`src/design/axil_pkg.sv`:
```
package axil_pkg;

  // --------------------
  // Basic field types
  // --------------------
  typedef logic [31:0] addr_t;
  typedef logic [31:0] data_t;
  typedef logic [2:0]  prot_t;
  typedef logic [1:0]  resp_t;

  // Response codes in use
  localparam resp_t RESP_OKAY   = 2'd0;
  localparam resp_t RESP_SLVERR = 2'd2;

  // --------------------
  // Read channel payloads
  // --------------------
  // AR payload, addr in the upper bits
  typedef struct packed {
    addr_t addr;
    prot_t prot;
  } ar_chan_t;

  // R payload, data in the upper bits
  typedef struct packed {
    data_t data;
    resp_t resp;
  } r_chan_t;

  // Defaults for the top level
  localparam int unsigned DEF_NUM_PORTS = 4;
  localparam int unsigned DEF_MAX_TRANS = 4;

endpackage

```
`src/design/axil_order_fifo.sv`:
```
`timescale 1ns/1ns

module axil_order_fifo #(
  parameter int unsigned NumPorts = axil_pkg::DEF_NUM_PORTS,
  parameter int unsigned MaxTrans = axil_pkg::DEF_MAX_TRANS
) (
  input  logic                        clk_i,
  input  logic                        rst_i,
  input  logic                        push_i,
  input  logic [$clog2(NumPorts)-1:0] idx_i,
  input  logic                        pop_i,
  output logic [$clog2(NumPorts)-1:0] idx_o,
  output logic                        full_o,
  output logic                        empty_o
);

  localparam int unsigned IdxW = $clog2(NumPorts);
  localparam int unsigned PtrW = (MaxTrans > 1) ? $clog2(MaxTrans) : 1;
  localparam int unsigned CntW = $clog2(MaxTrans + 1);

  typedef logic [IdxW-1:0] idx_t;
  typedef logic [PtrW-1:0] ptr_t;

  // Port index per outstanding read
  idx_t mem_q [MaxTrans];

  ptr_t            wr_ptr_q;
  ptr_t            rd_ptr_q;
  logic [CntW-1:0] cnt_q;

  // Status from the entry count
  assign full_o  = (cnt_q == CntW'(MaxTrans));
  assign empty_o = (cnt_q == '0);
  assign idx_o   = mem_q[rd_ptr_q];

  // --------------------
  // Pointers and count
  // --------------------
  always_ff @(posedge clk_i) begin
    if (rst_i) begin
      wr_ptr_q <= '0;
      rd_ptr_q <= '0;
      cnt_q    <= '0;
    end else begin
      if (push_i) begin
        wr_ptr_q <= (wr_ptr_q == ptr_t'(MaxTrans - 1)) ? '0 : wr_ptr_q + 1'b1;
      end
      if (pop_i) begin
        rd_ptr_q <= (rd_ptr_q == ptr_t'(MaxTrans - 1)) ? '0 : rd_ptr_q + 1'b1;
      end
      // Both at once leaves the count alone
      case ({push_i, pop_i})
        2'b10:   cnt_q <= cnt_q + 1'b1;
        2'b01:   cnt_q <= cnt_q - 1'b1;
        default: cnt_q <= cnt_q;
      endcase
    end
  end

  // Storage write
  always_ff @(posedge clk_i) begin
    if (push_i) begin
      mem_q[wr_ptr_q] <= idx_i;
    end
  end

  a_no_overflow: assert property (@(posedge clk_i) disable iff (rst_i)
    push_i |-> !full_o);

  a_no_underflow: assert property (@(posedge clk_i) disable iff (rst_i)
    pop_i |-> !empty_o);

  // Push into an empty FIFO shows at the head next cycle
  a_push_to_head: assert property (@(posedge clk_i) disable iff (rst_i)
    (push_i && empty_o) |=> (idx_o == $past(idx_i)));

endmodule

```
`src/design/axil_read_ctrl.sv`:
```
`timescale 1ns/1ns

module axil_read_ctrl #(
  parameter int unsigned NumPorts = axil_pkg::DEF_NUM_PORTS
) (
  // AR side
  input  logic                        arb_req_i,
  input  logic [$clog2(NumPorts)-1:0] arb_idx_i,
  output logic                        arb_gnt_o,
  output logic                        slice_valid_o,
  input  logic                        slice_ready_i,
  // Order FIFO
  output logic                        fifo_push_o,
  output logic [$clog2(NumPorts)-1:0] fifo_idx_o,
  input  logic                        fifo_full_i,
  input  logic                        fifo_empty_i,
  input  logic [$clog2(NumPorts)-1:0] fifo_idx_i,
  output logic                        fifo_pop_o,
  // R side
  input  logic                        r_valid_i,
  output logic                        r_ready_o,
  output logic [NumPorts-1:0]         r_valid_o,
  input  logic [NumPorts-1:0]         r_ready_i
);

  localparam int unsigned IdxW = $clog2(NumPorts);

  // --------------------
  // AR gating
  // --------------------
  // No new read without a free FIFO slot
  assign slice_valid_o = arb_req_i & ~fifo_full_i;
  assign arb_gnt_o     = slice_ready_i & ~fifo_full_i;

  // Record winner on the slice transfer
  assign fifo_push_o = slice_valid_o & slice_ready_i;
  assign fifo_idx_o  = arb_idx_i;

  // --------------------
  // R routing
  // --------------------
  // Only the oldest issuer sees valid
  for (genvar i = 0; i < NumPorts; i++) begin : gen_r_valid
    assign r_valid_o[i] = r_valid_i & ~fifo_empty_i & (fifo_idx_i == IdxW'(i));
  end

  // Ready follows the head port
  assign r_ready_o  = ~fifo_empty_i & r_ready_i[fifo_idx_i];
  // Head retires with its response
  assign fifo_pop_o = r_valid_i & r_ready_o;

endmodule

```
`src/design/axil_read_mux.sv`:
```
`timescale 1ns/1ns

module axil_read_mux #(
  parameter int unsigned NumPorts = axil_pkg::DEF_NUM_PORTS,
  parameter int unsigned MaxTrans = axil_pkg::DEF_MAX_TRANS
) (
  input  logic                                clk_i,
  input  logic                                rst_i,
  // Upstream manager ports
  input  axil_pkg::ar_chan_t [NumPorts-1:0]   slv_ar_i,
  input  logic               [NumPorts-1:0]   slv_ar_valid_i,
  output logic               [NumPorts-1:0]   slv_ar_ready_o,
  output axil_pkg::r_chan_t                   slv_r_o,
  output logic               [NumPorts-1:0]   slv_r_valid_o,
  input  logic               [NumPorts-1:0]   slv_r_ready_i,
  // Downstream subordinate port
  output axil_pkg::ar_chan_t                  mst_ar_o,
  output logic                                mst_ar_valid_o,
  input  logic                                mst_ar_ready_i,
  input  axil_pkg::r_chan_t                   mst_r_i,
  input  logic                                mst_r_valid_i,
  output logic                                mst_r_ready_o
);

  import axil_pkg::*;

  localparam int unsigned IdxW = $clog2(NumPorts);

  // Elaboration checks
  if (NumPorts < 2) begin : gen_chk_ports
    $error("axil_read_mux needs NumPorts of at least 2");
  end
  if (MaxTrans < 1) begin : gen_chk_trans
    $error("axil_read_mux needs MaxTrans of at least 1");
  end

  // Arbiter to control
  ar_chan_t        arb_ar;
  logic [IdxW-1:0] arb_idx;
  logic            arb_req;
  logic            arb_gnt;
  // Control to AR slice
  logic            slice_valid;
  logic            slice_ready;
  // Order FIFO
  logic            fifo_push;
  logic [IdxW-1:0] fifo_push_idx;
  logic            fifo_pop;
  logic            fifo_full;
  logic            fifo_empty;
  logic [IdxW-1:0] fifo_head_idx;
  // R slice to control
  logic            r_valid;
  logic            r_ready;

  // --------------------
  // AR path
  // --------------------
  axil_rr_arbiter #(
    .NumPorts (NumPorts)
  ) u_arbiter (
    .clk_i (clk_i),
    .rst_i (rst_i),
    .req_i (slv_ar_valid_i),
    .ar_i  (slv_ar_i),
    .gnt_i (arb_gnt),
    .gnt_o (slv_ar_ready_o),
    .req_o (arb_req),
    .ar_o  (arb_ar),
    .idx_o (arb_idx)
  );

  axil_reg_slice #(
    .payload_t (ar_chan_t)
  ) u_ar_slice (
    .clk_i   (clk_i),
    .rst_i   (rst_i),
    .valid_i (slice_valid),
    .ready_o (slice_ready),
    .data_i  (arb_ar),
    .valid_o (mst_ar_valid_o),
    .ready_i (mst_ar_ready_i),
    .data_o  (mst_ar_o)
  );

  // --------------------
  // Issue order and control
  // --------------------
  axil_order_fifo #(
    .NumPorts (NumPorts),
    .MaxTrans (MaxTrans)
  ) u_order_fifo (
    .clk_i   (clk_i),
    .rst_i   (rst_i),
    .push_i  (fifo_push),
    .idx_i   (fifo_push_idx),
    .pop_i   (fifo_pop),
    .idx_o   (fifo_head_idx),
    .full_o  (fifo_full),
    .empty_o (fifo_empty)
  );

  axil_read_ctrl #(
    .NumPorts (NumPorts)
  ) u_read_ctrl (
    .arb_req_i     (arb_req),
    .arb_idx_i     (arb_idx),
    .arb_gnt_o     (arb_gnt),
    .slice_valid_o (slice_valid),
    .slice_ready_i (slice_ready),
    .fifo_push_o   (fifo_push),
    .fifo_idx_o    (fifo_push_idx),
    .fifo_full_i   (fifo_full),
    .fifo_empty_i  (fifo_empty),
    .fifo_idx_i    (fifo_head_idx),
    .fifo_pop_o    (fifo_pop),
    .r_valid_i     (r_valid),
    .r_ready_o     (r_ready),
    .r_valid_o     (slv_r_valid_o),
    .r_ready_i     (slv_r_ready_i)
  );

  // --------------------
  // R path
  // --------------------
  // Payload goes to every port, valid is per port
  axil_reg_slice #(
    .payload_t (r_chan_t)
  ) u_r_slice (
    .clk_i   (clk_i),
    .rst_i   (rst_i),
    .valid_i (mst_r_valid_i),
    .ready_o (mst_r_ready_o),
    .data_i  (mst_r_i),
    .valid_o (r_valid),
    .ready_i (r_ready),
    .data_o  (slv_r_o)
  );

endmodule

```
`src/design/axil_reg_slice.sv`:
```
`timescale 1ns/1ns

module axil_reg_slice #(
  parameter type payload_t = logic
) (
  input  logic     clk_i,
  input  logic     rst_i,
  input  logic     valid_i,
  output logic     ready_o,
  input  payload_t data_i,
  output logic     valid_o,
  input  logic     ready_i,
  output payload_t data_o
);

  // Output entry, drives the downstream side
  logic     main_valid_q;
  payload_t main_data_q;
  // Skid entry, catches data during a stall
  logic     skid_valid_q;
  payload_t skid_data_q;

  logic out_free;
  logic load_main;
  logic load_skid;

  // --------------------
  // Handshake decode
  // --------------------
  // Output entry empties or moves on this edge
  assign out_free  = ~main_valid_q | ready_i;
  // Skid drains first, keeps order
  assign load_main = out_free & (skid_valid_q | valid_i);
  // Park input when output is stuck
  assign load_skid = ~out_free & valid_i & ~skid_valid_q;

  // Accept while one entry free
  assign ready_o = ~skid_valid_q;
  assign valid_o = main_valid_q;
  assign data_o  = main_data_q;

  // --------------------
  // Valid state
  // --------------------
  always_ff @(posedge clk_i) begin
    if (rst_i) begin
      main_valid_q <= 1'b0;
      skid_valid_q <= 1'b0;
    end else begin
      if (out_free) begin
        main_valid_q <= skid_valid_q | valid_i;
      end
      if (skid_valid_q) begin
        // Drains into the output entry once free
        skid_valid_q <= ~out_free;
      end else begin
        skid_valid_q <= load_skid;
      end
    end
  end

  // Payload registers
  always_ff @(posedge clk_i) begin
    if (load_main) begin
      main_data_q <= skid_valid_q ? skid_data_q : data_i;
    end
    if (load_skid) begin
      skid_data_q <= data_i;
    end
  end

  // Stalled output holds valid and payload
  a_hold_stall: assert property (@(posedge clk_i) disable iff (rst_i)
    (valid_o && !ready_i) |=> (valid_o && $stable(data_o)));

  // Skid only fills behind a full output entry
  a_skid_order: assert property (@(posedge clk_i) disable iff (rst_i)
    skid_valid_q |-> main_valid_q);

endmodule

```
`src/design/axil_rr_arbiter.sv`:
```
`timescale 1ns/1ns

module axil_rr_arbiter #(
  parameter int unsigned NumPorts = axil_pkg::DEF_NUM_PORTS
) (
  input  logic                                clk_i,
  input  logic                                rst_i,
  input  logic               [NumPorts-1:0]   req_i,
  input  axil_pkg::ar_chan_t [NumPorts-1:0]   ar_i,
  input  logic                                gnt_i,
  output logic               [NumPorts-1:0]   gnt_o,
  output logic                                req_o,
  output axil_pkg::ar_chan_t                  ar_o,
  output logic [$clog2(NumPorts)-1:0]         idx_o
);

  localparam int unsigned IdxW = $clog2(NumPorts);

  typedef logic [IdxW-1:0] idx_t;

  // Round-robin pointer, first port to look at
  idx_t rr_q;
  // Held choice while the downstream stalls
  logic lock_q;
  idx_t lock_idx_q;

  logic pick_found;
  idx_t pick_idx;
  idx_t sel_idx;

  // --------------------
  // Search from pointer
  // --------------------
  always_comb begin
    int unsigned cand;
    pick_found = 1'b0;
    pick_idx   = rr_q;
    for (int unsigned k = 0; k < NumPorts; k++) begin
      // Wrap around the port range
      cand = (rr_q + k) % NumPorts;
      if (!pick_found && req_i[cand]) begin
        pick_found = 1'b1;
        pick_idx   = idx_t'(cand);
      end
    end
  end

  // Locked choice wins over a fresh search
  assign sel_idx = lock_q ? lock_idx_q : pick_idx;
  assign req_o   = lock_q ? req_i[lock_idx_q] : pick_found;
  assign ar_o    = ar_i[sel_idx];
  assign idx_o   = sel_idx;

  // One-hot grant back to the winner
  for (genvar i = 0; i < NumPorts; i++) begin : gen_gnt
    assign gnt_o[i] = gnt_i & req_o & (sel_idx == idx_t'(i));
  end

  // --------------------
  // Pointer and lock state
  // --------------------
  always_ff @(posedge clk_i) begin
    if (rst_i) begin
      rr_q       <= '0;
      lock_q     <= 1'b0;
      lock_idx_q <= '0;
    end else begin
      // Hold on a pending request, release on transfer
      lock_q     <= req_o & ~gnt_i;
      lock_idx_q <= sel_idx;
      if (req_o && gnt_i) begin
        // Next search starts after the winner
        rr_q <= (sel_idx == idx_t'(NumPorts - 1)) ? '0 : sel_idx + 1'b1;
      end
    end
  end

  // Grant only reaches a requesting port
  a_gnt_requested: assert property (@(posedge clk_i) disable iff (rst_i)
    (gnt_o & ~req_i) == '0);

  // Stalled request stays up on the same port with the same payload
  a_lock_in: assert property (@(posedge clk_i) disable iff (rst_i)
    (req_o && !gnt_i) |=> (req_o && $stable(idx_o) && $stable(ar_o)));

endmodule

```
`config.mk`:
```
export PLATFORM = sky130hd
export DESIGN_NAME = axil_read_mux
export DESIGN_NICKNAME = d
export VERILOG_FILES = /design/src/design/axil_pkg.sv /design/src/design/axil_order_fifo.sv /design/src/design/axil_read_ctrl.sv /design/src/design/axil_read_mux.sv /design/src/design/axil_reg_slice.sv /design/src/design/axil_rr_arbiter.sv
export SDC_FILE = /design/constraint.sdc
export NUM_CORES = 1
export LEC_CHECK = 0
export BUFFER_PORTS_ARGS = -buffer_cell sky130_fd_sc_hd__clkbuf_2
export CAP_MARGIN = 10
export CORE_MARGIN = 2
export CORE_UTILIZATION = 55
export DETAILED_ROUTE_END_ITERATION = 6
export PLACE_DENSITY = 0.86
export SLEW_MARGIN = 5
export SYNTH_ARGS = -nofsm -noshare
export SYNTH_HDL_FRONTEND = slang
export SYNTH_SLANG_ARGS = --single-unit
```
`constraint.sdc`:
```
create_clock -name clk_i -period 14.1 [get_ports clk_i]
set_input_delay 0.705 -clock clk_i [delete_from_list [all_inputs] [get_ports clk_i]]
set_output_delay 0.705 -clock clk_i [all_outputs]
set_load 0.03 [all_outputs]
```
After elaboration in Yosys (flattened, before gate mapping)
Memory sizes are Yosys's and may differ from the RTL's. A register that Yosys moved wholly into a read port is not among the register bits. Index checks and enable logic that the tools add are counted.

$mul: 0. Equality and inequality tests: 11. Magnitude comparators: 7. Bitwise gates (word level): 35. Div/mod/pow operators: 0. Reductions and logical operators: 11. Shift-type cells: 0. Add/subtract/negate cells: 8. Multiplexer cells: 35.

Operators by type and width (count): $bmux W35 S2 (1); $mux W35 (2); $mux W34 (1); $and A1 B1 Y1 (22); $lt A2 B3 Y1 const B (7); $mux W2 (9); $mux W1 (15); $eq A2 B2 Y1 const B (7); $bmux W1 S2 (6); $not A1 Y1 (9); $add A2 B1 Y2 const B (4); $eq A2 B1 Y1 const B (3); $pmux W3 S2 (1); $add A2 B2 Y2 const B (2); $logic_and A1 B1 Y1 (4); $logic_not A2 Y1 (2); $or A1 B1 Y1 (4); $add A3 B1 Y3 const B (1); $eq A3 B3 Y1 const B (1); $logic_not A1 Y1 (3); $logic_not A3 Y1 (1); $sub A3 B1 Y3 const B (1); $reduce_bool A2 Y1 (1).

Bits of input ports: 186. Output and inout bits: 79. Bits in latches: 0. Flip-flop bits (word level): 154. Memory bits (read-only): 0. Memories: 1. Logic and storage cells: 126. Memory bits (writable): 8.

Memory list: u_order_fifo.mem_q (words 4, width 2, read ports 1, clocked after memory_dff 1, wr ports 1, RTL line axil_order_fifo.sv:25) `idx_t mem_q [MaxTrans];`.

Logic depth before layout (Yosys ltp)
Depth in word-level cells: 17. Depth in mapped cells: 11. Depth with buffers taken out: 10.

By module
A second synthesis with hierarchy kept.

Cell total of the unflattened synthesis: 482. Area total of the unflattened synthesis: 7840.0 um^2.

Modules (own cells, without submodules): axil_reg_slice at u_ar_slice (cells each 118, seq. area each 2142.1 um^2, area each 2680.1 um^2, times used 1); axil_reg_slice at u_r_slice (cells each 115, seq. area each 2082.0 um^2, area each 2678.8 um^2, times used 1); axil_rr_arbiter (cells each 180, seq. area each 100.1 um^2, area each 1637.8 um^2, times used 1); axil_order_fifo (cells each 57, seq. area each 420.4 um^2, area each 730.7 um^2, times used 1); axil_read_ctrl (cells each 12, seq. area each 0.0 um^2, area each 112.6 um^2, times used 1).

Least setup slack after synthesis
OpenSTA, ideal clock, no wires.

Kind: reg2reg. Start point: register (tool-made name). End point: register u_r_slice.skid_data_q[0] (netlist name), enable pin. Setup time: 0.475 ns. Data required time: 13.625 ns. Stages on the path, launching flop included: 6. Slack: 9.525 ns. Arrival time: 4.100 ns. Cell sequence: dfxtp_1 > mux4_2 > mux4_2 > nand2_1 > nand2_1 > nor3b_1.

RTL lines: to (signal assigned) (RTL line axil_reg_slice.sv:68) `skid_data_q <= data_i;`; to (decl) (RTL line axil_reg_slice.sv:21) `payload_t skid_data_q;`.

Worst setup path in the final report
Start point: input slv_ar_valid_i[2]. End point: output slv_ar_ready_o[0].

Cells in the longest elaborated chain, start to end: 15.

Ends and longest elaborated chain: from (decl) (RTL line axil_read_mux.sv:11) `input logic [NumPorts-1:0] slv_ar_valid_i,`; $bmux W1 S2 (RTL line axil_rr_arbiter.sv:41) `if (!pick_found && req_i[cand]) begin`; $mux W1 (not written as such) (RTL line axil_rr_arbiter.sv:41); $mux W1 (RTL line axil_rr_arbiter.sv:41); $logic_not A1 Y1 (RTL line axil_rr_arbiter.sv:41); $logic_and A1 B1 Y1 (RTL line axil_rr_arbiter.sv:41); $mux W1 (RTL line axil_rr_arbiter.sv:41); $logic_not A1 Y1 (RTL line axil_rr_arbiter.sv:41); $logic_and A1 B1 Y1 (RTL line axil_rr_arbiter.sv:41); $mux W1 (RTL line axil_rr_arbiter.sv:41); $logic_not A1 Y1 (RTL line axil_rr_arbiter.sv:41); $logic_and A1 B1 Y1 (RTL line axil_rr_arbiter.sv:41); $mux W1 / $mux W2 (equally long branches) (RTL line axil_rr_arbiter.sv:41); $mux W1 / $mux W2 (equally long branches) (RTL line axil_rr_arbiter.sv:50, axil_rr_arbiter.sv:49); $and A1 B1 Y1 / $logic_not A2 Y1 (equally long branches) (RTL line axil_rr_arbiter.sv:56) `assign gnt_o[i] = gnt_i & req_o & (sel_idx == idx_t'(i));`; $and A1 B1 Y1 * (RTL line axil_rr_arbiter.sv:56); to (decl) (RTL line axil_read_mux.sv:12) `output logic [NumPorts-1:0] slv_ar_ready_o,`.

Every way passes the cells marked *; elsewhere a longest branch is shown, timed or not. The select of a mux whose other input is x is not followed.

==> flow_summary.toml <==
[clock_network]
clock_sinks = 164
post_cts_buffers = 0
cts_tree = "yes"
cts_buffers = 17
clockBufferDepth = 2
hold_buffers = 0
clkLatencyLatePin_ns = 0.42
cts_root_buf = "clkbuf_16"
htreeDepth = 4
cts_resized = 0
clkTransAtPathRegs_ns = 0.06

[sta]
relSlewSlack = 0.2418
fmax_mhz = 256.5
setup_viol = 0
setup_tns_ns = 0
hold_viol = 0
period_minus_slack_ns = 3.899
maxSlewViolCount = 0
hold_slack_ns = 0.4795
rsz0062_at_grt = "false"
worst_pin_slew_ns = 1.135
period_share = 0.2766
clock_skew_ns = 0.009164
worst_slack_ns = 10.20

[floorplanning]
start_util = 0.5627
die_w_um = 123.2
fp.dieH_um = 123.2
fp.dieArea_mm2 = 0.01517
rows = 43
boundaryPins = 265
coreArea_mm2 = 0.01388

[power_and_ir_drop]
p_switching_uw = 719.4
switching_share = 0.3812
seq_power_share = 0.404
internal_power_mw = 1.168
power_leakage_nw = 4.040
irDropWorstVdd_uv = 110.2
p_total_mw = 1.887
p_per_area_mw_per_mm2 = 192.6
power_frac_clock = 0.219
p_comb_frac = 0.377

[grt]
grt_pass1_vias = 5693
grt-ovfl-total = 0
antenna_found_initial = 0
grt_pass1_wl_mm = 28.21
grt_max_degree = 73
grt_usage = 0.2461

[drt]
wl_per_cell_um = 18.37
first_pass_iters = 6
vias = 6058
drtIter0Drc = 657
drc = 0
wl_mm = 18.99
routed_via_density = 5.859
ant_nets = 0

[critical_path]
start_kind = "input pin"
worstPathMaxFanout = 42
crit_path_max_incr_delay_ns = 0.73
crit_chain = "clkbuf_2 > nor2b_1 > o21a_1 > o41ai_4 > buf_4 > inv_2 > ha_1 > and2_1 > clkbuf_2"
required_ns = 13.40
worstSetupPathType = "in2out"
critPathArrivalTime_ns = 3.19
cp-end-kind = "output port"
crit_top_cell = "clkbuf_2"
slowest_stage = "inv_2"

[final_layout]
num-nets-final = 1038
final_cell_area_mm2 = 0.009802
multi_input_area_mm2 = 0.002870
n_antenna_cell = 0
drive_gt1_frac = 0.4356
seq_area_mm2 = 0.004746
fin_util = 0.7061
fin_cells = 1034
nFillCells = 1016
area_delta_synth_final_pct = 25.48

[logic_synthesis]
synthXorXnorAreaFrac = 0.002243
synth_compound_area_frac = 0.1424
synthesis.area_per_instance_um2 = 13.02
ys_async_sr_fraction = 0
syn-cell-area_mm2 = 0.007811
synth.area.mux_share = 0.07208
synth_cell_type_count = 38
yosysSeqAreaShare = 0.6074
synth_warnings = 0
ys_ff_latch = 164
synth_adder_area_share = 0.01858
netlist_instances = 600
synthSimpleGateAreaFrac = 0.1256
synth_edf_count = 146
synth_top_family_by_area = "compound AO/OA/AOI/OAI gates"
synth_fp_nets = 797
synth_ff_type = "edfxtp_1"

[placement]
pre_cts_slack_ns = 10.27
placed_cell_area_mm2 = 0.009268
dpl.hpwl_mm = 13.36
place_inst = 1002
gp_congestion = 0.9051
port_buffers = 264

[flow_run]
cap_violations = 0

[hold_path]
hold_class = "in2reg"

[run_status]
status = "completed"
## layer usage
| metal | part of all wire | up-vias | track usage |
|---|---|---|---|
| met5 | 0 | - | 0 |
| met4 | 0.027 | 0 | 0.1037 |
| met3 | 0.088 | 37 | 0.06365 |
| met2 | 0.48 | 312 | 0.3956 |
| met1 | 0.41 | 2860 | 0.3179 |
| li1 | - | 2849 | - |
## cell usage after synthesis (2+ instances only)
master | instances | area, µm²
and3_1 | 70 | 437.9
a221oi_2 | 20 | 300.3
mux2i_1 | 9 | 90.09
nand2b_1 | 4 | 25.02
a221oi_1 | 50 | 437.9
nand2_1 | 39 | 146.4
clkbuf_1 | 40 | 150.1
nor2b_1 | 5 | 31.28
nor3_1 | 3 | 15.01
edfxtp_1 | 146 | 4384
and2_1 | 8 | 50.05
inv_1 | 9 | 33.78
or3_1 | 3 | 18.77
buf_4 | 2 | 15.01
a21oi_1 | 8 | 40.04
mux4_2 | 4 | 90.09
ha_1 | 10 | 125.1
o31ai_1 | 35 | 262.8
buf_2 | 9 | 45.04
mux2_2 | 34 | 382.9
dfxtp_1 | 18 | 360.4
nor2_1 | 57 | 214.0
xor2_1 | 2 | 17.52
## cell usage in the layout (no fill, tap or decap), types with 10 or more instances in the layout
master     count
mux2_2        34
o31ai_1       35
dfxtp_1       17
clkbuf_16     17
a221oi_2      20
edfxtp_1     146
a221oi_1      50
nand2_1       39
ha_1          10
and3_1        70
nor2_1        56
clkbuf_2     264
## power by group through the flow
stage | Clock [mW] | Combinational (mW) | Sequential [mW]
4_1_cts | 0.420 | 0.712 | 0.764
6_report | 0.412 | 0.712 | 0.763
3_3_place_gp | 0 | 0.697 | 0.767
5_1_grt | 0.441 | 0.771 | 0.774
2_1_floorplan | 0 | 0.370 | 0.906
3_5_place_dp | 0 | 0.710 | 0.771
## path summary, 6_finish.rpt
check / startpoint / end / slack, ns / cells past startpoint
worst min register to register: u_ar_slice.skid_data_q[32] / u_ar_slice.data_o[32] / 0.53 / 2
worst min-delay path: mst_r_i[4] / u_r_slice.skid_data_q[4] / 0.48 / 1
worst max-delay path: slv_ar_valid_i[2] / slv_ar_ready_o[0] / 10.20 / 9
worst max register to register: u_ar_slice.skid_valid_q / u_ar_slice.skid_data_q[9] / 10.95 / 5
## cell type report
| class | count | share of cell area |
|---|---|---|
| repair buffers | 273 | 0.1417 |
| multi-input cells | 375 | 0.2928 |
| inverters | 10 | 0.003829 |
| flip-flops and latches | 164 | 0.4842 |
| clock inverters | 15 | 0.01111 |
| clock buffers | 17 | 0.04340 |
| well taps | 180 | 0.02298 |
## registers in the layout, summed over array words and instances (netlist names), named ones only
name,flops
u_arbiter.rr_q,2
u_arbiter.lock_idx_q,2
u_arbiter.lock_q,1
u_ar_slice.valid_o,1
u_order_fifo.rd_ptr_q,2
u_r_slice.skid_valid_q,1
u_order_fifo.cnt_q,3
u_order_fifo.mem_q,8
u_r_slice.data_o,34
u_ar_slice.data_o,35
u_r_slice.skid_data_q,34
u_order_fifo.wr_ptr_q,2
u_r_slice.valid_o,1
u_ar_slice.skid_valid_q,1
u_ar_slice.skid_data_q,35
## critical path, delay by kind of cell
family,cells,cell delay (ns)
buffers and inverters,4,1.35
AOI/OAI and AO/OA,2,0.41
and+or+nand+nor,2,0.44
adders and majority gates,1,0.27
## cells by family (layout without fill, tap and decap cells)
group	Yosys count	count (layout)
AOI/OAI and AO/OA	120	120
xor gates and xnor gates	2	2
adders and majority gates	11	11
muxes	47	47
DFF	164	164
buffers and inverters	61	315
and+or+nand+nor	195	195
(Power assumes the default switching activity.)
